===== config.mk =====
export PLATFORM = sky130hd
export DESIGN_NAME = segment_mapper_flat
export DESIGN_NICKNAME = d
export VERILOG_FILES = /design/src/hw/msx_bus_pkg.sv /design/src/hw/mapper_pkg.sv /design/src/hw/mem_bus_if.sv /design/src/hw/segment_mapper.sv /design/src/flat_wrapper.sv
export SDC_FILE = /design/constraint.sdc
export NUM_CORES = 1
export LEC_CHECK = 0
export BUFFER_PORTS_ARGS = -buffer_cell sky130_fd_sc_hd__clkbuf_2
export CORE_UTILIZATION = 36
export CTS_CLUSTER_SIZE = 28
export DETAILED_ROUTE_END_ITERATION = 10
export GPL_TIMING_DRIVEN = 0
export PLACE_DENSITY_LB_ADDON = 0.08
export SYNTH_ARGS = -nofsm -noshare
export SYNTH_HDL_FRONTEND = slang
export SYNTH_SLANG_ARGS = --single-unit

===== constraint.sdc =====
create_clock -name clk -period 1.1 [get_ports clk]
set_input_delay 0.11 -clock clk [delete_from_list [all_inputs] [get_ports clk]]
set_output_delay 0.11 -clock clk [all_outputs]
set_load 0.02 [all_outputs]

===== src/hw/msx_bus_pkg.sv =====
package msx_bus_pkg;

    // Z80 bus widths
    localparam int cpu_addr_w = 16;
    localparam int cpu_data_w = 8;
    localparam int io_port_w  = 8;   // I/O decode uses the low address byte only

    // Mapper I/O ports, page 0 at FC, pages 1 to 3 follow
    localparam logic [io_port_w-1:0] port_seg_base = 8'hFC;

    // Page field sits at the top of the CPU address
    localparam int page_lsb   = 14;
    localparam int page_w     = cpu_addr_w - page_lsb;   // 2 bits, four pages
    localparam int n_pages    = 1 << page_w;
    localparam int page_off_w = page_lsb;                // 16 KB per page

endpackage

===== src/hw/mapper_pkg.sv =====
package mapper_pkg;

    // Fixed mapper size, 8 segments of 16 KB = 128 KB
    localparam int mapper_segments = 8;
    localparam int seg_w           = $clog2(mapper_segments);

    // Bits kept on a segment register write
    localparam logic [msx_bus_pkg::cpu_data_w-1:0] seg_mask =
        msx_bus_pkg::cpu_data_w'(mapper_segments - 1);

    // Segment number on top of the page offset
    localparam int phys_aw = seg_w + msx_bus_pkg::page_off_w;

    // Arbiter requester indices
    localparam logic req_cpu    = 1'b0;
    localparam logic req_loader = 1'b1;

endpackage


===== src/hw/mem_bus_if.sv =====
interface mem_bus_if import msx_bus_pkg::*, mapper_pkg::*; ();

    logic                  req;     // Held until ack
    logic                  we;
    logic [phys_aw-1:0]    addr;
    logic [cpu_data_w-1:0] wdata;
    logic [cpu_data_w-1:0] rdata;   // Valid in the ack cycle
    logic                  ack;     // One-cycle pulse

    modport master (
        output req,
        output we,
        output addr,
        output wdata,
        input  rdata,
        input  ack
    );

    modport slave (
        input  req,
        input  we,
        input  addr,
        input  wdata,
        output rdata,
        output ack
    );

endinterface


===== src/hw/segment_mapper.sv =====
module segment_mapper import msx_bus_pkg::*, mapper_pkg::*; (
    input  logic                  clk,
    input  logic                  reset,
    input  logic [page_w-1:0]     seg_sel,
    input  logic                  seg_wr,
    input  logic                  seg_rd,
    input  logic [cpu_addr_w-1:0] cpu_addr,
    input  logic [cpu_data_w-1:0] cpu_wdata,
    input  logic                  cpu_mreq,
    input  logic                  cpu_rd,
    input  logic                  cpu_wr,
    output logic [cpu_data_w-1:0] io_rdata,
    output logic [cpu_data_w-1:0] cpu_rdata_mem,
    output logic                  cpu_wait,
    mem_bus_if.master             mem
);

    logic [seg_w-1:0]  seg_q [n_pages];   // One per page
    logic [page_w-1:0] page;
    logic              mem_cycle;
    logic              done;              // Transfer acked, CPU still holds mreq

    // Segment registers
    always_ff @(posedge clk or posedge reset) begin
        if (reset) begin
            for (int i = 0; i < n_pages; i++) begin
                seg_q[i] <= '0;
            end
        end else if (seg_wr) begin
            seg_q[seg_sel] <= seg_w'(cpu_wdata & seg_mask);   // Drop bits above mapper size
        end
    end

    // Unused high bits read back as ones
    assign io_rdata = seg_rd ? (cpu_data_w'(seg_q[seg_sel]) | ~seg_mask) : '1;

    // Page lookup
    assign page      = cpu_addr[cpu_addr_w-1:page_lsb];
    assign mem_cycle = cpu_mreq && (cpu_rd || cpu_wr);

    // Set on ack, cleared once the CPU lets go of mreq
    always_ff @(posedge clk or posedge reset) begin
        if (reset) begin
            done <= 1'b0;
        end else if (!mem_cycle) begin
            done <= 1'b0;
        end else if (mem.ack) begin
            done <= 1'b1;
        end
    end

    assign mem.req   = mem_cycle && !done;
    assign mem.we    = cpu_wr;
    assign mem.addr  = {seg_q[page], cpu_addr[page_off_w-1:0]};
    assign mem.wdata = cpu_wdata;

    // Wait drops the cycle after ack
    assign cpu_wait = mem_cycle && !done;

    always_ff @(posedge clk) begin
        if (mem.ack && !mem.we) begin
            cpu_rdata_mem <= mem.rdata;
        end
    end

endmodule


===== src/flat_wrapper.sv =====
// flat-port wrapper written by rule: the top's interface ports become plain ports
module segment_mapper_flat import msx_bus_pkg::*, mapper_pkg::*;
  (clk, reset, seg_sel, seg_wr, seg_rd, cpu_addr, cpu_wdata, cpu_mreq, cpu_rd, cpu_wr, io_rdata, cpu_rdata_mem, cpu_wait, mem_req, mem_we, mem_addr, mem_wdata, mem_rdata, mem_ack);
  mem_bus_if mem_i ();
  input  logic clk;
  input  logic reset;
  input  logic [page_w-1:0] seg_sel;
  input  logic seg_wr;
  input  logic seg_rd;
  input  logic [cpu_addr_w-1:0] cpu_addr;
  input  logic [cpu_data_w-1:0] cpu_wdata;
  input  logic cpu_mreq;
  input  logic cpu_rd;
  input  logic cpu_wr;
  output logic [cpu_data_w-1:0] io_rdata;
  output logic [cpu_data_w-1:0] cpu_rdata_mem;
  output logic cpu_wait;
  output wire logic [$bits(mem_i.req)-1:0] mem_req;
  output wire logic [$bits(mem_i.we)-1:0] mem_we;
  output wire logic [$bits(mem_i.addr)-1:0] mem_addr;
  output wire logic [$bits(mem_i.wdata)-1:0] mem_wdata;
  input wire logic [$bits(mem_i.rdata)-1:0] mem_rdata;
  input wire logic [$bits(mem_i.ack)-1:0] mem_ack;
  assign mem_req = mem_i.req;
  assign mem_we = mem_i.we;
  assign mem_addr = mem_i.addr;
  assign mem_wdata = mem_i.wdata;
  assign mem_i.rdata = mem_rdata;
  assign mem_i.ack = mem_ack;
  segment_mapper u_core (.clk(clk), .reset(reset), .seg_sel(seg_sel), .seg_wr(seg_wr), .seg_rd(seg_rd), .cpu_addr(cpu_addr), .cpu_wdata(cpu_wdata), .cpu_mreq(cpu_mreq), .cpu_rd(cpu_rd), .cpu_wr(cpu_wr), .io_rdata(io_rdata), .cpu_rdata_mem(cpu_rdata_mem), .cpu_wait(cpu_wait), .mem(mem_i));
endmodule

==> flow_summary_export.csv <==
group,metric,value,unit
outcome,status,"finished, violations left",
outcome,failed_checks,"setup timing",
sta,worst_pin_slew,0.651,ns
logic_synthesis,synth.avg_cell_area,13.8,sq um
power_and_ir_drop,intPower,0.00150,W
power_and_ir_drop,p_seq_share,46.8,%
drt,wl_per_cell,10.9,um
global_route,grt_pass1_wl,3280,um
setup_path,critPathArrivalTime,1.46,ns
global_route,grt_usage,13.0,%
power_and_ir_drop,ir_worst_vdd,785,uV
setup_path,r2r-end,"u_core.seg_q[11]",
global_route,grt_use_met1,16.2,%
final_layout,drive_above_1_share,73.3,%
die,rows,20,
drt,drc,0,
power_and_ir_drop,leakagePower,0.851,nW
final_layout,fillers,259,
drt,ant_nets,0,
global_route,antenna_found_initial,0,
final_layout,final_cell_mix,"clkbuf_2, buf_4, dfrtp_1, mux2_2, dlygate4sd3_1",
global_route,grt-ovfl-total,0,
setup_path,crit_type,"flop to output port",
global_route,grt_max_degree,14,
placement,port_buffers,60,
drt,via_per_inst,4.21,
sta,hold_violations,0,
sta,rsz0062_at_grt,"yes",
power_and_ir_drop,p_switching,0.000613,W
logic_synthesis,synth.distinct_cells,15,
setup_path,r2r-start,"u_core.seg_q[11]",
power_and_ir_drop,combinationalPowerShare,36.4,%
sta,post-route-min-period,1.57,ns
power_and_ir_drop,power_frac_clock,16.8,%
placement,placed_area,1540,sq um
logic_synthesis,syn_area,1150,sq um
die,start_util,37.9,%
clocking,cts_buffer_depth,2,
setup_path,cp_data_required_time,0.99,ns
global_route,grt_pass1_vias,717,
final_layout,layout.nets,204,
clocking,clkTransAtPathRegs,0.11,ns
die,core,3030,sq um
sta,setup_violations,7,
logic_synthesis,ys_seq_area_share,49.3,%
drt,via_count,864,
sta,maxSlewViolCount,0,
global_route,grt_busiest_layer,"met2",
sta,setup_tns,-2.48,ns
setup_path,crit_path_start_kind,"flop",
min_path,holdPathStages,3,
min_path,hp-start,"mem_ack",
setup_path,regToRegSetupSlack,0.30,ns
sta,max_freq,0.637,GHz
power_and_ir_drop,powerDensity,1220,nW/um^2
die,dieArea,3410,sq um
clocking,cts_made_buffers,3,
sta,clock-skew-final,0,ns
final_layout,layout_commonest_cell,"clkbuf_2",
die,chipWidth,58.4,um
placement,hpwl,1720,um
drt,detail_route.iter0.violations,31,
power_and_ir_drop,p_total,0.00211,W
logic_synthesis,ys_seq_elements,21,
final_layout,diodes,0,
sta,slew_headroom,56.5,%
final_layout,stdcell_area,1730,sq um
setup_path,cp-end-kind,"output port",
clocking,cts_htree_levels,1,
global_route,grt.met2_usage,21.7,%
min_path,min_delay_worst_endpoint,"u_core.done",
drt,wl,2230,um
setup_path,cp_max_fo,3,
die,die_h,58.4,um
clocking,clock_latency,0.29,ns
global_route,grt.met3_usage,2.86,%
clocking,cts_tree,"yes",
setup_path,rr_worst_depth,1,
sta,fin_crit_sh,143,%
clocking,clockRootBuffer,"clkbuf_4",
power_and_ir_drop,p_sw_share,29.1,%
placement,gp_congestion,0.735,
min_path,hold_class,"input pin to flop",
logic_synthesis,yosysWarnings,0,
clocking,cts_sinks,21,
sta,setup_ws,-0.470,ns
logic_synthesis,syn_inst,83,
drt,first_pass_iters,4,
run,drv_cap,0,
final_layout,areaGrowthSynthToFinish,50.8,%
die,ios,86,
state kept, by name (all words and copies together), names as in the netlist:
signal and count:
u_core.seg_q 12, u_core.done 1, u_core.cpu_rdata_mem 8
worst max-delay path, cell delays in order (launching register included):
cell,delay (ns)
dfrtp_1,0.41
mux4_2,0.47
nand2b_4,0.15
buf_6,0.12
through the flow:
| stage | setup slack (ns) | instances | hold WS [ns] | utilization (%) |
|---|---|---|---|---|
| after global routing | -0.557 | 205 | 0.0393 | 57.1 |
| after floorplan | 0.00935 | 87 | -0.0130 | - |
| final | -0.470 | 205 | 0.0414 | 57.1 |
| after detailed placement | -0.157 | 191 | 0.147 | 50.8 |
| after global placement | -0.140 | 191 | 0.137 | 50.8 |
| after CTS | -0.509 | 204 | 0.0237 | 55.7 |
cells in the mapped netlist:
master     n  area share (%)
nand2b_1   3             1.6
nor3b_2    1             1.1
dfrtp_1   13              28
buf_6      1            0.98
buf_4     29              19
nand3b_1   2             1.3
nor2b_1    1            0.55
nand3_1    1            0.44
conb_1     1            0.33
mux2_2    12              12
o21ai_0    1            0.44
nor2_1     3            0.98
inv_1      1            0.33
edfxtp_1   8              21
mux4_2     6              12
metal layers:
layer | wire, um | vias up
li1 | - | 412
met1 | 874 | 389
met2 | 1110 | 59
met3 | 220 | 4
met4 | 23 | 0
met5 | 0 | -
final cells by class:
cell class | count | area (sq um) | area share [%]
Buffer | 30 | 229 | 13.3
Clock buffer | 3 | 22.5 | 1.30
Clock inverter | 1 | 5.00 | 0.290
Inverter | 1 | 3.75 | 0.217
Multi-Input combinational cell | 35 | 388 | 22.4
Sequential cell | 21 | 566 | 32.7
Tap cell | 44 | 55.1 | 3.19
Timing Repair Buffer | 70 | 459 | 26.6
logic make-up (layout without fill, tap and decap cells):
group | count (synthesis) | count (layout) | synth area share [%]
AND/OR/NAND/NOR | 11 | 11 | 6.00
multiplexers | 18 | 18 | 23.6
AO/OA/AOI/OAI | 1 | 1 | 0.436
other | 1 | 5 | 0.327
flip-flops | 21 | 21 | 49.3
buffers and inverters | 31 | 105 | 20.3
worst max path at each step:
| stage | start | to | slack [ns] | cells after the start |
|---|---|---|---|---|
| finish | u_core.seg_q[2] | io_rdata[2] | -0.47 | 3 |
| global route | u_core.seg_q[2] | io_rdata[2] | -0.56 | 3 |
| CTS | u_core.seg_q[2] | io_rdata[2] | -0.51 | 3 |
| detailed placement | u_core.seg_q[2] | io_rdata[2] | -0.16 | 3 |
| global placement | u_core.seg_q[0] | io_rdata[0] | -0.14 | 3 |
| floorplan | u_core.seg_q[0] | io_rdata[0] | 0.009 | 2 |
power by group through the flow:
| stage | Sequential [W] | Combinational [W] | Clock (W) |
|---|---|---|---|
| 2_1_floorplan | 0.00101 | 0.000458 | 0 |
| 5_1_grt | 0.00100 | 0.000817 | 0.000411 |
| 3_3_place_gp | 0.000995 | 0.000652 | 0 |
| 3_5_place_dp | 0.00100 | 0.000662 | 0 |
| 4_1_cts | 0.000986 | 0.000710 | 0.000382 |
| 6_report | 0.000987 | 0.000767 | 0.000354 |
timing repair:
item | in CTS | in global routing
resized for setup | 6 | 18
pin swaps | 1 | 0
setup endpoints to repair | 8 | 8
hold endpoints to repair | 21 | 0
setup buffers | 0 | 1
cloned | 0 | 0
hold buffers | 9 | 0
Power figures use the tool's default switching activity.
