**config.mk**
```make
export PLATFORM = sky130hd
export DESIGN_NAME = ram_arbiter_flat
export DESIGN_NICKNAME = d
export VERILOG_FILES = /design/src/hw/msx_bus_pkg.sv /design/src/hw/mapper_pkg.sv /design/src/hw/mem_bus_if.sv /design/src/hw/ram_arbiter.sv /design/src/flat_wrapper.sv
export SDC_FILE = /design/constraint.sdc
export NUM_CORES = 1
export LEC_CHECK = 0
export BUFFER_PORTS_ARGS = -buffer_cell sky130_fd_sc_hd__buf_2
export CAP_MARGIN = 0
export CORE_ASPECT_RATIO = 0.7
export CORE_UTILIZATION = 29
export CTS_BUF_LIST = sky130_fd_sc_hd__clkbuf_16
export CTS_CLUSTER_DIAMETER = 30
export DETAILED_ROUTE_END_ITERATION = 12
export GPL_TIMING_DRIVEN = 0
export PLACE_DENSITY_LB_ADDON = 0.15
export SYNTH_ARGS = -nofsm -noshare
export SYNTH_HDL_FRONTEND = slang
export SYNTH_SLANG_ARGS = --single-unit
```
**constraint.sdc**
```tcl
create_clock -name clk -period 2.3 [get_ports clk]
set_clock_uncertainty 0.15 [all_clocks]
set_input_delay 0.345 -clock clk [delete_from_list [all_inputs] [get_ports clk]]
set_output_delay 0.345 -clock clk [all_outputs]
set_load 0.03 [all_outputs]
```
**src/hw/msx_bus_pkg.sv**
```systemverilog
package msx_bus_pkg;

    // Z80 bus widths
    localparam int cpu_addr_w = 16;
    localparam int cpu_data_w = 8;
    localparam int io_port_w  = 8;   // I/O decode uses the low address byte only

    // Mapper I/O ports, page 0 at FC, pages 1 to 3 follow
    localparam logic [io_port_w-1:0] port_seg_base = 8'hFC;

    // Page field sits at the top of the CPU address
    localparam int page_lsb   = 14;
    localparam int page_w     = cpu_addr_w - page_lsb;   // 2 bits, four pages
    localparam int n_pages    = 1 << page_w;
    localparam int page_off_w = page_lsb;                // 16 KB per page

endpackage
```
**src/hw/mapper_pkg.sv**
```systemverilog
package mapper_pkg;

    // Fixed mapper size, 8 segments of 16 KB = 128 KB
    localparam int mapper_segments = 8;
    localparam int seg_w           = $clog2(mapper_segments);

    // Bits kept on a segment register write
    localparam logic [msx_bus_pkg::cpu_data_w-1:0] seg_mask =
        msx_bus_pkg::cpu_data_w'(mapper_segments - 1);

    // Segment number on top of the page offset
    localparam int phys_aw = seg_w + msx_bus_pkg::page_off_w;

    // Arbiter requester indices
    localparam logic req_cpu    = 1'b0;
    localparam logic req_loader = 1'b1;

endpackage

```
**src/hw/mem_bus_if.sv**
```systemverilog
interface mem_bus_if import msx_bus_pkg::*, mapper_pkg::*; ();

    logic                  req;     // Held until ack
    logic                  we;
    logic [phys_aw-1:0]    addr;
    logic [cpu_data_w-1:0] wdata;
    logic [cpu_data_w-1:0] rdata;   // Valid in the ack cycle
    logic                  ack;     // One-cycle pulse

    modport master (
        output req,
        output we,
        output addr,
        output wdata,
        input  rdata,
        input  ack
    );

    modport slave (
        input  req,
        input  we,
        input  addr,
        input  wdata,
        output rdata,
        output ack
    );

endinterface

```
**src/hw/ram_arbiter.sv**
```systemverilog
module ram_arbiter import mapper_pkg::*; (
    input  logic     clk,
    input  logic     reset,
    mem_bus_if.slave  cpu_m,
    mem_bus_if.slave  load_m,
    mem_bus_if.master ram
);

    logic busy;    // Transfer in flight
    logic owner;   // Requester index of that transfer
    logic last;    // Last granted, loses the next tie
    logic grant;
    logic sel;
    logic accept;

    // Round-robin pick among current requests
    always_comb begin
        if (cpu_m.req && load_m.req) begin
            grant = (last == req_cpu) ? req_loader : req_cpu;
        end else if (load_m.req) begin
            grant = req_loader;
        end else begin
            grant = req_cpu;
        end
    end

    // Owner stays on the port until its ack
    assign sel    = busy ? owner : grant;
    assign accept = !busy && ram.req;

    always_ff @(posedge clk or posedge reset) begin
        if (reset) begin
            busy  <= 1'b0;
            owner <= req_cpu;
            last  <= req_loader;   // CPU wins the first tie
        end else if (accept) begin
            busy  <= 1'b1;
            owner <= sel;
        end else if (ram.ack) begin
            busy  <= 1'b0;
            last  <= owner;
        end
    end

    // Request side mux
    always_comb begin
        if (sel == req_loader) begin
            ram.req   = load_m.req;
            ram.we    = load_m.we;
            ram.addr  = load_m.addr;
            ram.wdata = load_m.wdata;
        end else begin
            ram.req   = cpu_m.req;
            ram.we    = cpu_m.we;
            ram.addr  = cpu_m.addr;
            ram.wdata = cpu_m.wdata;
        end
    end

    // Response goes back to the owner only
    assign cpu_m.ack    = ram.ack && busy && (owner == req_cpu);
    assign load_m.ack   = ram.ack && busy && (owner == req_loader);
    assign cpu_m.rdata  = (owner == req_cpu)    ? ram.rdata : '0;
    assign load_m.rdata = (owner == req_loader) ? ram.rdata : '0;

endmodule

```
**src/flat_wrapper.sv**
```systemverilog
// flat-port wrapper written by rule: the top's interface ports become plain ports
module ram_arbiter_flat import mapper_pkg::*;
  (clk, reset, cpu_m_req, cpu_m_we, cpu_m_addr, cpu_m_wdata, cpu_m_rdata, cpu_m_ack, load_m_req, load_m_we, load_m_addr, load_m_wdata, load_m_rdata, load_m_ack, ram_req, ram_we, ram_addr, ram_wdata, ram_rdata, ram_ack);
  mem_bus_if cpu_m_i ();
  mem_bus_if load_m_i ();
  mem_bus_if ram_i ();
  input  logic clk;
  input  logic reset;
  input wire logic [$bits(cpu_m_i.req)-1:0] cpu_m_req;
  input wire logic [$bits(cpu_m_i.we)-1:0] cpu_m_we;
  input wire logic [$bits(cpu_m_i.addr)-1:0] cpu_m_addr;
  input wire logic [$bits(cpu_m_i.wdata)-1:0] cpu_m_wdata;
  output wire logic [$bits(cpu_m_i.rdata)-1:0] cpu_m_rdata;
  output wire logic [$bits(cpu_m_i.ack)-1:0] cpu_m_ack;
  input wire logic [$bits(load_m_i.req)-1:0] load_m_req;
  input wire logic [$bits(load_m_i.we)-1:0] load_m_we;
  input wire logic [$bits(load_m_i.addr)-1:0] load_m_addr;
  input wire logic [$bits(load_m_i.wdata)-1:0] load_m_wdata;
  output wire logic [$bits(load_m_i.rdata)-1:0] load_m_rdata;
  output wire logic [$bits(load_m_i.ack)-1:0] load_m_ack;
  output wire logic [$bits(ram_i.req)-1:0] ram_req;
  output wire logic [$bits(ram_i.we)-1:0] ram_we;
  output wire logic [$bits(ram_i.addr)-1:0] ram_addr;
  output wire logic [$bits(ram_i.wdata)-1:0] ram_wdata;
  input wire logic [$bits(ram_i.rdata)-1:0] ram_rdata;
  input wire logic [$bits(ram_i.ack)-1:0] ram_ack;
  assign cpu_m_i.req = cpu_m_req;
  assign cpu_m_i.we = cpu_m_we;
  assign cpu_m_i.addr = cpu_m_addr;
  assign cpu_m_i.wdata = cpu_m_wdata;
  assign cpu_m_rdata = cpu_m_i.rdata;
  assign cpu_m_ack = cpu_m_i.ack;
  assign load_m_i.req = load_m_req;
  assign load_m_i.we = load_m_we;
  assign load_m_i.addr = load_m_addr;
  assign load_m_i.wdata = load_m_wdata;
  assign load_m_rdata = load_m_i.rdata;
  assign load_m_ack = load_m_i.ack;
  assign ram_req = ram_i.req;
  assign ram_we = ram_i.we;
  assign ram_addr = ram_i.addr;
  assign ram_wdata = ram_i.wdata;
  assign ram_i.rdata = ram_rdata;
  assign ram_i.ack = ram_ack;
  ram_arbiter u_core (.clk(clk), .reset(reset), .cpu_m(cpu_m_i), .load_m(load_m_i), .ram(ram_i));
endmodule
```
==> results.yml, run 1 <==
floorplanning:
  die_w_um: 61.6
  die_y_um: 43.7
  core_um2: 2240
  ioPinCount: 110
  die-area_um2: 2690
  row_count: 14
  start_util_pct: 32.1
detailed_routing:
  drc: 0
  vias: 938
  ant_nets: 0
  wire_per_inst_um: 11.4
  first_pass_iters: 3
  wl_mm: 2.43
  via_per_inst: 4.38
  initialDrtViolationCount: 17
finish:
  fillers: 206
  syn2layout_area_growth_pct: 103
  antenna_cells: 0
  drive_above_1_share_pct: 83.0
  post-route-util_pct: 65.1
  nets: 248
synthesis:
  yosysUniqueCellTypes: 22
  ys.warnings.count: 0
  synth_seq_area_share_pct: 10.6
  syn_avg_cell_area_um2: 11.1
  synth_top_area_share_pct: 41.7
  syn_nets: 130
  synth_area_leaders: "mux2_4 (42%), mux2_2 (11%), and2_1 (6.9%), dfrtp_1 (6.9%), nor2b_1 (6.9%)"
  synth.cell_area_um2: 721
  ys_seq_elements: 3
  syn_inst: 65
  yosys.area.top_type: "mux2_4"
setup_path:
  r2r_cells: 3
  crit_buf_inv: 3
  reg2reg_slack_ns: 1.02
  required_ns: 1.80
  cp_slowest_cell: "dfstp_2"
  cp_max_fo: 10
  critPathTopFamily: "flip-flops"
  r2r-start: "u_core.busy"
  criticalPathCategory: "reg -> out"
  r2r_end: "u_core.last"
  cpPeakStageDelay_ns: 0.53
  cpMostUsedCell: "buf_12"
  end_kind: "output pin"
  arrival_ns: 1.74
  setup.worst_path.start_class: "flip-flop"
  crit_cells: 6
  worstPathCellList: "nand2_2 > a22oi_4 > buf_12 > buf_12 > mux2_4 > buf_2"
pwr:
  p_per_area_nw_per_um2: 873
  vdd_ir_drop_max_mv: 0.383
  p_leak_nw: 0.878
timing:
  worst_slew_pin_slew_ns: 0.402
  clock.fmax_mhz: 447
  slew_violations: 0
  period_needed_ns: 2.24
  rsz0062_at_grt: "true"
  hold_violations: 0
  tns_ns: 0
  finalSetupViolations: 0
  fin_crit_sh_pct: 97.3
  slew-limit-headroom_pct: 73.2
global_routing:
  grt_max_degree: 11
  antenna_found_initial: 0
  track_usage_pct: 17.7
  grt-ovfl-total: 0
  grt_pass1_wl_mm: 3.55
  grt_pass1_vias: 901
clock_network:
  htree_levels: 1
  cts_max_path_buffers: 2
  path_clk_slew_ns: 0.03
  cts_tree: "built"
  clock_sinks: 3
  cts_buffers: 3
  insertion_delay_ns: 0.23
  clockRootBuffer: "clkbuf_16"
worst_hold_path:
  holdPathStages: 2
  hold_path.class: "in -> reg"
  worstHoldStart: "load_m_req"
  hold_end: "u_core.busy"
place:
  hpwl_mm: 2.08
  io_buffers: 109
  place.gp.congestion: 0.793
flow_run:
  maxCapViolCount: 0
outcome:
  status: "finished clean"
flip-flops by register name, indices dropped and copies added, names as in the netlist:
| register | flops |
|---|---|
| u_core.owner | 1 |
| u_core.busy | 1 |
| u_core.last | 1 |
final cells by class:
class | count | area, µm² | share of cell area (%)
clock buffer | 3 | 75.1 | 5.14
timing repair buffer | 113 | 621 | 42.5
sequential | 3 | 76.3 | 5.23
buffer | 5 | 55.1 | 3.77
tap | 32 | 40.0 | 2.74
clock inverter | 1 | 3.75 | 0.257
inverter | 1 | 3.75 | 0.257
multi-input combinational | 56 | 586 | 40.1
cell families (layout without fill, tap and decap cells):
family | count (synthesis) | count (layout) | share of synthesized area [%]
AOI/OAI and AO/OA | 5 | 5 | 7.12
buffers and inverters | 6 | 123 | 8.16
DFF | 3 | 3 | 10.6
muxes | 28 | 28 | 54.0
and+or+nand+nor | 23 | 23 | 20.1
per-stage QoR:
stage | setup slack, ns | cells | power [W] | hold slack, ns | area [µm²]
after floorplan | 0.395 | 65 | 0.000730 | -0.0521 | 721
after global placement | 0.212 | 206 | 0.000923 | 0.0634 | 1310
after detailed placement | 0.166 | 206 | 0.000940 | 0.0694 | 1310
after CTS | 0.0400 | 212 | 0.00124 | 0.252 | 1420
after global routing | 0.00295 | 214 | 0.00134 | 0.256 | 1460
final | 0.0631 | 214 | 0.00128 | 0.251 | 1460
cell usage in the layout (no fill, tap or decap), types with 2 or more instances in the layout:
master,netlist,final
buf_2,0,109
mux2_4,20,20
nor2b_1,8,8
and2_1,8,8
mux2_2,7,7
buf_12,2,4
clkbuf_16,0,4
clkbuf_1,2,2
nor2_1,2,2
inv_1,1,2
dfrtp_1,2,2
where the power goes:
| part | switching (W) | internal (W) |
|---|---|---|
| combinational | 0.000499 | 0.000413 |
| clock | 0.0000513 | 0.000225 |
| sequential | 0.0000153 | 0.0000723 |
| total | 0.000566 | 0.000709 |
layer usage:
layer,share of wire (%),vias to the layer above,global-route usage [%]
met5,0,-,0
met4,1.6,0,9.33
met3,8.3,4,1.19
met2,55,57,36.1
met1,35,415,17.1
li1,-,462,-
synth_stat cells, drive strengths merged:
cell type   n
a21oi       1
or2b        1
o31a        1
a22o        1
buf         3
dfstp       1
nor2b       9
o21ai       1
and3        1
mux2i       1
and2        8
clkbuf      2
nor2        2
a22oi       1
nand2       2
inv         1
mux2       27
dfrtp       2
how the worst max path moves through the flow:
| stage | startpoint | to | slack (ns) |
|---|---|---|---|
| finish | u_core.last | ram_addr[11] | 0.06 |
| global route | u_core.last | ram_addr[6] | 0.003 |
| CTS | u_core.last | ram_addr[11] | 0.04 |
| detailed placement | u_core.last | ram_addr[11] | 0.17 |
| global placement | u_core.last | ram_addr[14] | 0.21 |
| floorplan | u_core.last | ram_addr[10] | 0.39 |
timing repair:
| action | 4_1_cts | 5_1_grt |
|---|---|---|
| setup buffers | 1 | 1 |
| gates resized for setup | 0 | 0 |
| hold endpoints to repair | 2 | 0 |
| pin swaps | 1 | 0 |
| setup endpoints to repair | 20 | 17 |
| gates cloned | 0 | 1 |
| hold buffers | 1 | 0 |
Power figures use the tool's default switching activity.
==> run 2, diff against run 1 <==
--- a/config.mk
+++ b/config.mk
@@ -11,8 +11,8 @@
 export CORE_UTILIZATION = 29
 export CTS_BUF_LIST = sky130_fd_sc_hd__clkbuf_16
 export CTS_CLUSTER_DIAMETER = 30
+export CTS_CLUSTER_SIZE = 16
 export DETAILED_ROUTE_END_ITERATION = 12
-export GPL_TIMING_DRIVEN = 0
 export PLACE_DENSITY_LB_ADDON = 0.15
 export SYNTH_ARGS = -nofsm -noshare
 export SYNTH_HDL_FRONTEND = slang
==> run 2 against run 1 <==
Sequential cell count unchanged. First-iteration DRC count down 24%. Non-clock buffer count down 1. Via count down 2.0%. Critical path depth unchanged. Core utilization down 0.11 points. Final cell count down 0.47%. Cell area down 0.17%. Combinational power about the same. Die area unchanged. Wire length down 3.2%. Sequential power up 0.5%. Highest routed layer unchanged.
==> results.yml, run 2 (synthesis gave the netlist of run 1 again) <==
worst_hold_path:
  hold_path.class: "in -> reg"
setup_path:
  r2r-start: "u_core.busy"
  r2r_cells: 2
  cp_max_fo: 6
  criticalPathCategory: "reg -> out"
  critPathCapture: "ram_wdata[1]"
  setup.worst_path.start_class: "flip-flop"
  r2r_end: "u_core.last"
  arrival_ns: 1.75
  end_kind: "output pin"
  required_ns: 1.80
  reg2reg_slack_ns: 1.02
  crit_start: "u_core.last"
floorplanning:
  row_count: 14
  die_y_um: 43.7
  die_w_um: 61.6
  start_util_pct: 32.1
  core_um2: 2240
  die-area_um2: 2690
  ioPinCount: 110
global_routing:
  track_usage_pct: 14.6
  grt_max_degree: 24
  antenna_found_initial: 0
  grt_pass1_wl_mm: 2.99
  grt_pass1_vias: 768
  grt-ovfl-total: 0
outcome:
  status: "finished clean"
clock_network:
  path_clk_slew_ns: 0.03
  insertion_delay_ns: 0.22
  cts_buffers: 3
  cts_tree: "built"
  htree_levels: 1
  clock_sinks: 3
  clockRootBuffer: "clkbuf_16"
  cts_max_path_buffers: 2
timing:
  hold_violations: 0
  fin_crit_sh_pct: 97.6
  worst_slew_pin_slew_ns: 0.195
  period_needed_ns: 2.25
  slew_violations: 0
  clock.fmax_mhz: 445
  slew-limit-headroom_pct: 86.9
  finalSetupViolations: 0
finish:
  register_area_um2: 77.6
  fillers: 206
  antenna_cells: 0
  multi_input_area_um2: 586
  nets: 247
  syn2layout_area_growth_pct: 102
  largestRegisters: "u_core.busy x1, u_core.last x1, u_core.owner x1"
  drive_above_1_share_pct: 84.5
  fin_cells: 213
  fin_area_um2: 1460
  final_common_cell: "buf_2"
  most-common-layout-cells: "buf_2 (109), mux2_4 (20), nor2b_1 (8), and2_1 (8), mux2_2 (7)"
pwr:
  p_per_area_nw_per_um2: 870
  p_leak_nw: 0.879
  vdd_ir_drop_max_mv: 0.358
detailed_routing:
  wl_mm: 2.35
  drc: 0
  via_per_inst: 4.31
  ant_nets: 0
  wire_per_inst_um: 11.1
  initialDrtViolationCount: 13
  vias: 919
  first_pass_iters: 3
place:
  numPlacedInstances: 203
  place.gp.congestion: 0.758
  placed_area_um2: 1280
  io_buffers: 109
  hpwl_mm: 1.84
flow_run:
  maxCapViolCount: 0
[run 2: worst max-delay path, stage by stage, from the launching register on]
cell and delay, ns:
dfstp_2 0.52, nand2_2 0.06, a22oi_4 0.17, buf_12 0.15, clkbuf_16 0.15, mux2_4 0.30
buf_2 0.18
[run 2: through the flow]
step / total power, W / utilization, % / TNS, ns / hold slack, ns / worst slack (ns)
global route: 0.00134 / 65.0 / -0.00808 / 0.257 / -0.00475
floorplan: 0.000730 / - / 0 / -0.0521 / 0.395
detailed placement: 0.000910 / 57.0 / 0 / 0.0727 / 0.218
CTS: 0.00119 / 61.0 / 0 / 0.253 / 0.0167
global placement: 0.000898 / 57.0 / 0 / 0.0712 / 0.247
finish: 0.00127 / 65.0 / 0 / 0.252 / 0.0541
[run 2: routing by layer]
metal	share of wire (%)	up-vias	global-route usage, %
met5	0	-	0
met3	7.4	2	2.99
met2	52	53	27.1
met4	0.51	0	4.00
met1	40	397	16.6
li1	-	467	-
[run 2: worst min-delay path by stage]
| stage | startpoint | end | slack, ns | cells after the start |
|---|---|---|---|---|
| global route | load_m_req | u_core.busy | 0.26 | 2 |
| finish | load_m_req | u_core.busy | 0.25 | 2 |
| detailed placement | reset | u_core.busy | 0.07 | 2 |
| global placement | reset | u_core.owner | 0.07 | 2 |
| CTS | load_m_req | u_core.busy | 0.25 | 2 |
| floorplan | reset | u_core.busy | -0.05 | 1 |
[run 2: area by class of cell]
class | count | area share, %
tap | 32 | 2.75
clock inverter | 1 | 0.258
multi-input combinational | 56 | 40.2
inverter | 1 | 0.258
sequential | 3 | 5.32
timing repair buffer | 117 | 46.1
clock buffer | 3 | 5.15
[run 2: repair_timing]
item                                    4_1_cts  5_1_grt
hold endpoints to repair                      2        0
hold buffers                                  1        0
resized for setup                             1        0
buffers inserted                              0        2
endpoints found under the setup margin        3       10
pin swaps                                     1        1
gates cloned                                  0        3
[run 2: report_power, final]
group          switching, W  internal, W  leakage, nW
registers         0.0000154    0.0000726       0.0325
logic              0.000498     0.000412        0.804
clock network     0.0000467     0.000224       0.0423
total              0.000560     0.000709        0.879
==> run 3, diff against run 2 <==
--- a/config.mk
+++ b/config.mk
@@ -5,15 +5,17 @@
 export SDC_FILE = /design/constraint.sdc
 export NUM_CORES = 1
 export LEC_CHECK = 0
+export ABC_AREA = 1
 export BUFFER_PORTS_ARGS = -buffer_cell sky130_fd_sc_hd__buf_2
 export CAP_MARGIN = 0
 export CORE_ASPECT_RATIO = 0.7
+export CORE_MARGIN = 2
 export CORE_UTILIZATION = 29
 export CTS_BUF_LIST = sky130_fd_sc_hd__clkbuf_16
 export CTS_CLUSTER_DIAMETER = 30
 export CTS_CLUSTER_SIZE = 16
 export DETAILED_ROUTE_END_ITERATION = 12
-export PLACE_DENSITY_LB_ADDON = 0.15
+export PLACE_DENSITY = 0.81
 export SYNTH_ARGS = -nofsm -noshare
 export SYNTH_HDL_FRONTEND = slang
 export SYNTH_SLANG_ARGS = --single-unit
==> run 3 against run 2 <==
Fmax rose by 6.5%. Cell area down 7.4%. Highest routed layer unchanged. Largest cell class unchanged. Global-route usage up 2.8 points. Largest power group unchanged. Non-clock buffer count fell by 3.
==> results.yml, run 3 <==
synthesis:
  syn_inst: 146
  yosys.area.top_type: "nand2_1"
  synth_fa_ha_area_share_pct: 0
  synthMuxAreaShare_pct: 0
  synth_top_area_share_pct: 35.4
  synthSimpleGateAreaFrac_pct: 67.6
  synth_xor_area_share_pct: 0
  ys_top_cells_by_count: "nand2_1 (67), nand3_1 (27), inv_1 (20)"
  ys_seq_elements: 3
  yosysUniqueCellTypes: 15
  synth-compound-area-share_pct: 0.704
  synth-async-reset-ratio_pct: 100
  ys.flop_type: "dfrtp_1"
  synth_area_leaders: "nand2_1 (35%), nand3_1 (19%), inv_1 (11%), dfrtp_1 (7.0%), nor2_1 (5.3%)"
  syn_nets: 211
  synth.most_common_cell: "nand2_1"
  synth_edf_count: 0
  synth_seq_area_share_pct: 10.7
  ys.warnings.count: 0
  synth_top_family_by_area: "simple AND/OR/NAND/NOR gates"
  synth.cell_area_um2: 711
  syn_avg_cell_area_um2: 4.87
setup_path:
  setup.worst_path.start_class: "flip-flop"
  cp_max_fo: 22
  r2r_end: "u_core.last"
  r2r-start: "u_core.busy"
  end_kind: "output pin"
  criticalPathCategory: "reg -> out"
  r2r_cells: 6
  arrival_ns: 1.61
  reg2reg_slack_ns: 0.90
  required_ns: 1.80
floorplanning:
  core_um2: 2220
  die-area_um2: 2870
  start_util_pct: 31.9
  ioPinCount: 110
  die_w_um: 63.2
  row_count: 14
  die_y_um: 45.4
global_routing:
  grt-ovfl-total: 0
  antenna_found_initial: 0
  grt_pass1_vias: 1000
  track_usage_pct: 17.4
  grt_pass1_wl_mm: 4.06
  grt_max_degree: 27
detailed_routing:
  wire_per_inst_um: 9.45
  wl_met3_um: 213
  ant_nets: 0
  vias: 1180
  wl_mm: 2.70
  highest_layer: "met4"
  drt-met1-wl_mm: 1.16
  wl_met2_mm: 1.31
  first_pass_iters: 4
  initialDrtViolationCount: 34
  via_per_inst: 4.13
  drc: 0
pwr:
  switchingPower_w: 0.00112
  clkPwrFrac_pct: 14.7
  power.internal_w: 0.000725
  p_comb_share_pct: 80.2
  p_total_w: 0.00184
  p_leak_nw: 0.987
  swShare_pct: 60.7
  vdd_ir_drop_max_mv: 0.666
  p_per_area_nw_per_um2: 1370
  power_frac_seq_pct: 5.2
timing:
  hold_violations: 0
  clock.fmax_mhz: 474
  period_needed_ns: 2.11
  slew-limit-headroom_pct: 76.4
  rsz0062_at_grt: "false"
  tns_ns: 0
  slew_violations: 0
  fin_ws_ns: 0.191
  fin_crit_sh_pct: 91.7
  worst_slew_pin_slew_ns: 0.353
  finalSetupViolations: 0
clock_network:
  path_clk_slew_ns: 0.03
  cts_max_path_buffers: 2
  clockRootBuffer: "clkbuf_16"
  cts_tree: "built"
  insertion_delay_ns: 0.22
  htree_levels: 1
  cts_buffers: 3
  clock_sinks: 3
place:
  hpwl_mm: 2.13
  io_buffers: 109
  place.gp.congestion: 0.763
  place_ws_ns: 0.335
finish:
  antenna_cells: 0
  most-common-layout-cells: "buf_2 (109), nand2_1 (67), nand3_1 (27), inv_1 (21), nor2_1 (10)"
  fillers: 234
  drive_above_1_share_pct: 48.8
  largestRegisters: "u_core.busy x1, u_core.last x1, u_core.owner x1"
  syn2layout_area_growth_pct: 90.0
  final_common_cell: "buf_2"
  nets: 320
worst_hold_path:
  worstHoldStart: "ram_ack"
  holdPathStages: 3
  hold_end: "u_core.last"
  hold_path.class: "in -> reg"
flow_run:
  maxCapViolCount: 0
outcome:
  status: "finished clean"
## run 3: area by class of cell
type                            instances  area, µm²  share of cell area, %
Timing Repair Buffer                  114        586                   43.4
Multi-Input combinational cell        112        490                   36.3
Inverter                               21       78.8                   5.84
Sequential cell                         3       76.3                   5.65
Clock buffer                            3       75.1                   5.56
Tap cell                               32       40.0                   2.97
Clock inverter                          1       3.75                  0.278
## run 3: worst max-delay path by stage
stage | startpoint | end | slack (ns) | cells after the start
4_1_cts | u_core.busy | ram_wdata[3] | 0.13 | 6
3_5_place_dp | cpu_m_req | ram_addr[12] | 0.33 | 7
2_1_floorplan | u_core.last | ram_addr[14] | 0.62 | 6
5_1_grt | u_core.last | ram_addr[8] | 0.06 | 6
6_report | u_core.last | ram_addr[13] | 0.19 | 6
3_3_place_gp | cpu_m_req | ram_wdata[5] | 0.38 | 7
## run 3: timing repair
action                     4_1_cts  5_1_grt
hold buffers                     1        0
gates resized for setup          0        1
buffers inserted                 0        0
hold endpoints to repair         2        0
setup endpoints to repair        0        7
## run 3: power groups by stage
stage | clock network [W] | logic [W] | registers (W)
floorplan | 0 | 0.00111 | 0.0000922
CTS | 0.000272 | 0.00148 | 0.0000955
global placement | 0 | 0.00147 | 0.0000957
detailed placement | 0 | 0.00147 | 0.0000955
global route | 0.000281 | 0.00160 | 0.0000995
finish | 0.000270 | 0.00148 | 0.0000956
## run 3: kinds of logic (layout without fill, tap and decap cells)
group / count (synthesis) / count (layout)
compound gates: 1 / 1
buf+inv: 31 / 139
flops: 3 / 3
simple gates: 111 / 111
## run 3: per-layer routing
layer,global-route usage (%),vias to the layer above
met5,0,-
met4,5.65,0
met3,3.96,2
met2,29.8,43
met1,22.2,479
li1,-,656
## run 3: metrics by stage
| step | area, µm² | utilization [%] | cells | hold slack, ns |
|---|---|---|---|---|
| 3_5_place_dp | 1260 | 56.5 | 281 | 0.0651 |
| 3_3_place_gp | 1260 | 56.5 | 281 | 0.0588 |
| 5_1_grt | 1350 | 60.7 | 286 | 0.273 |
| 4_1_cts | 1350 | 60.5 | 286 | 0.237 |
| 6_report | 1350 | 60.7 | 286 | 0.233 |
| 2_1_floorplan | 711 | - | 146 | -0.0521 |
## run 3: worst max-delay path, cell delays in order, from the launching register on
cell	delay, ns
dfstp_2	0.52
nand2_1	0.06
nand3_2	0.16
buf_4	0.27
nand3_1	0.11
nand2_1	0.08
buf_2	0.19
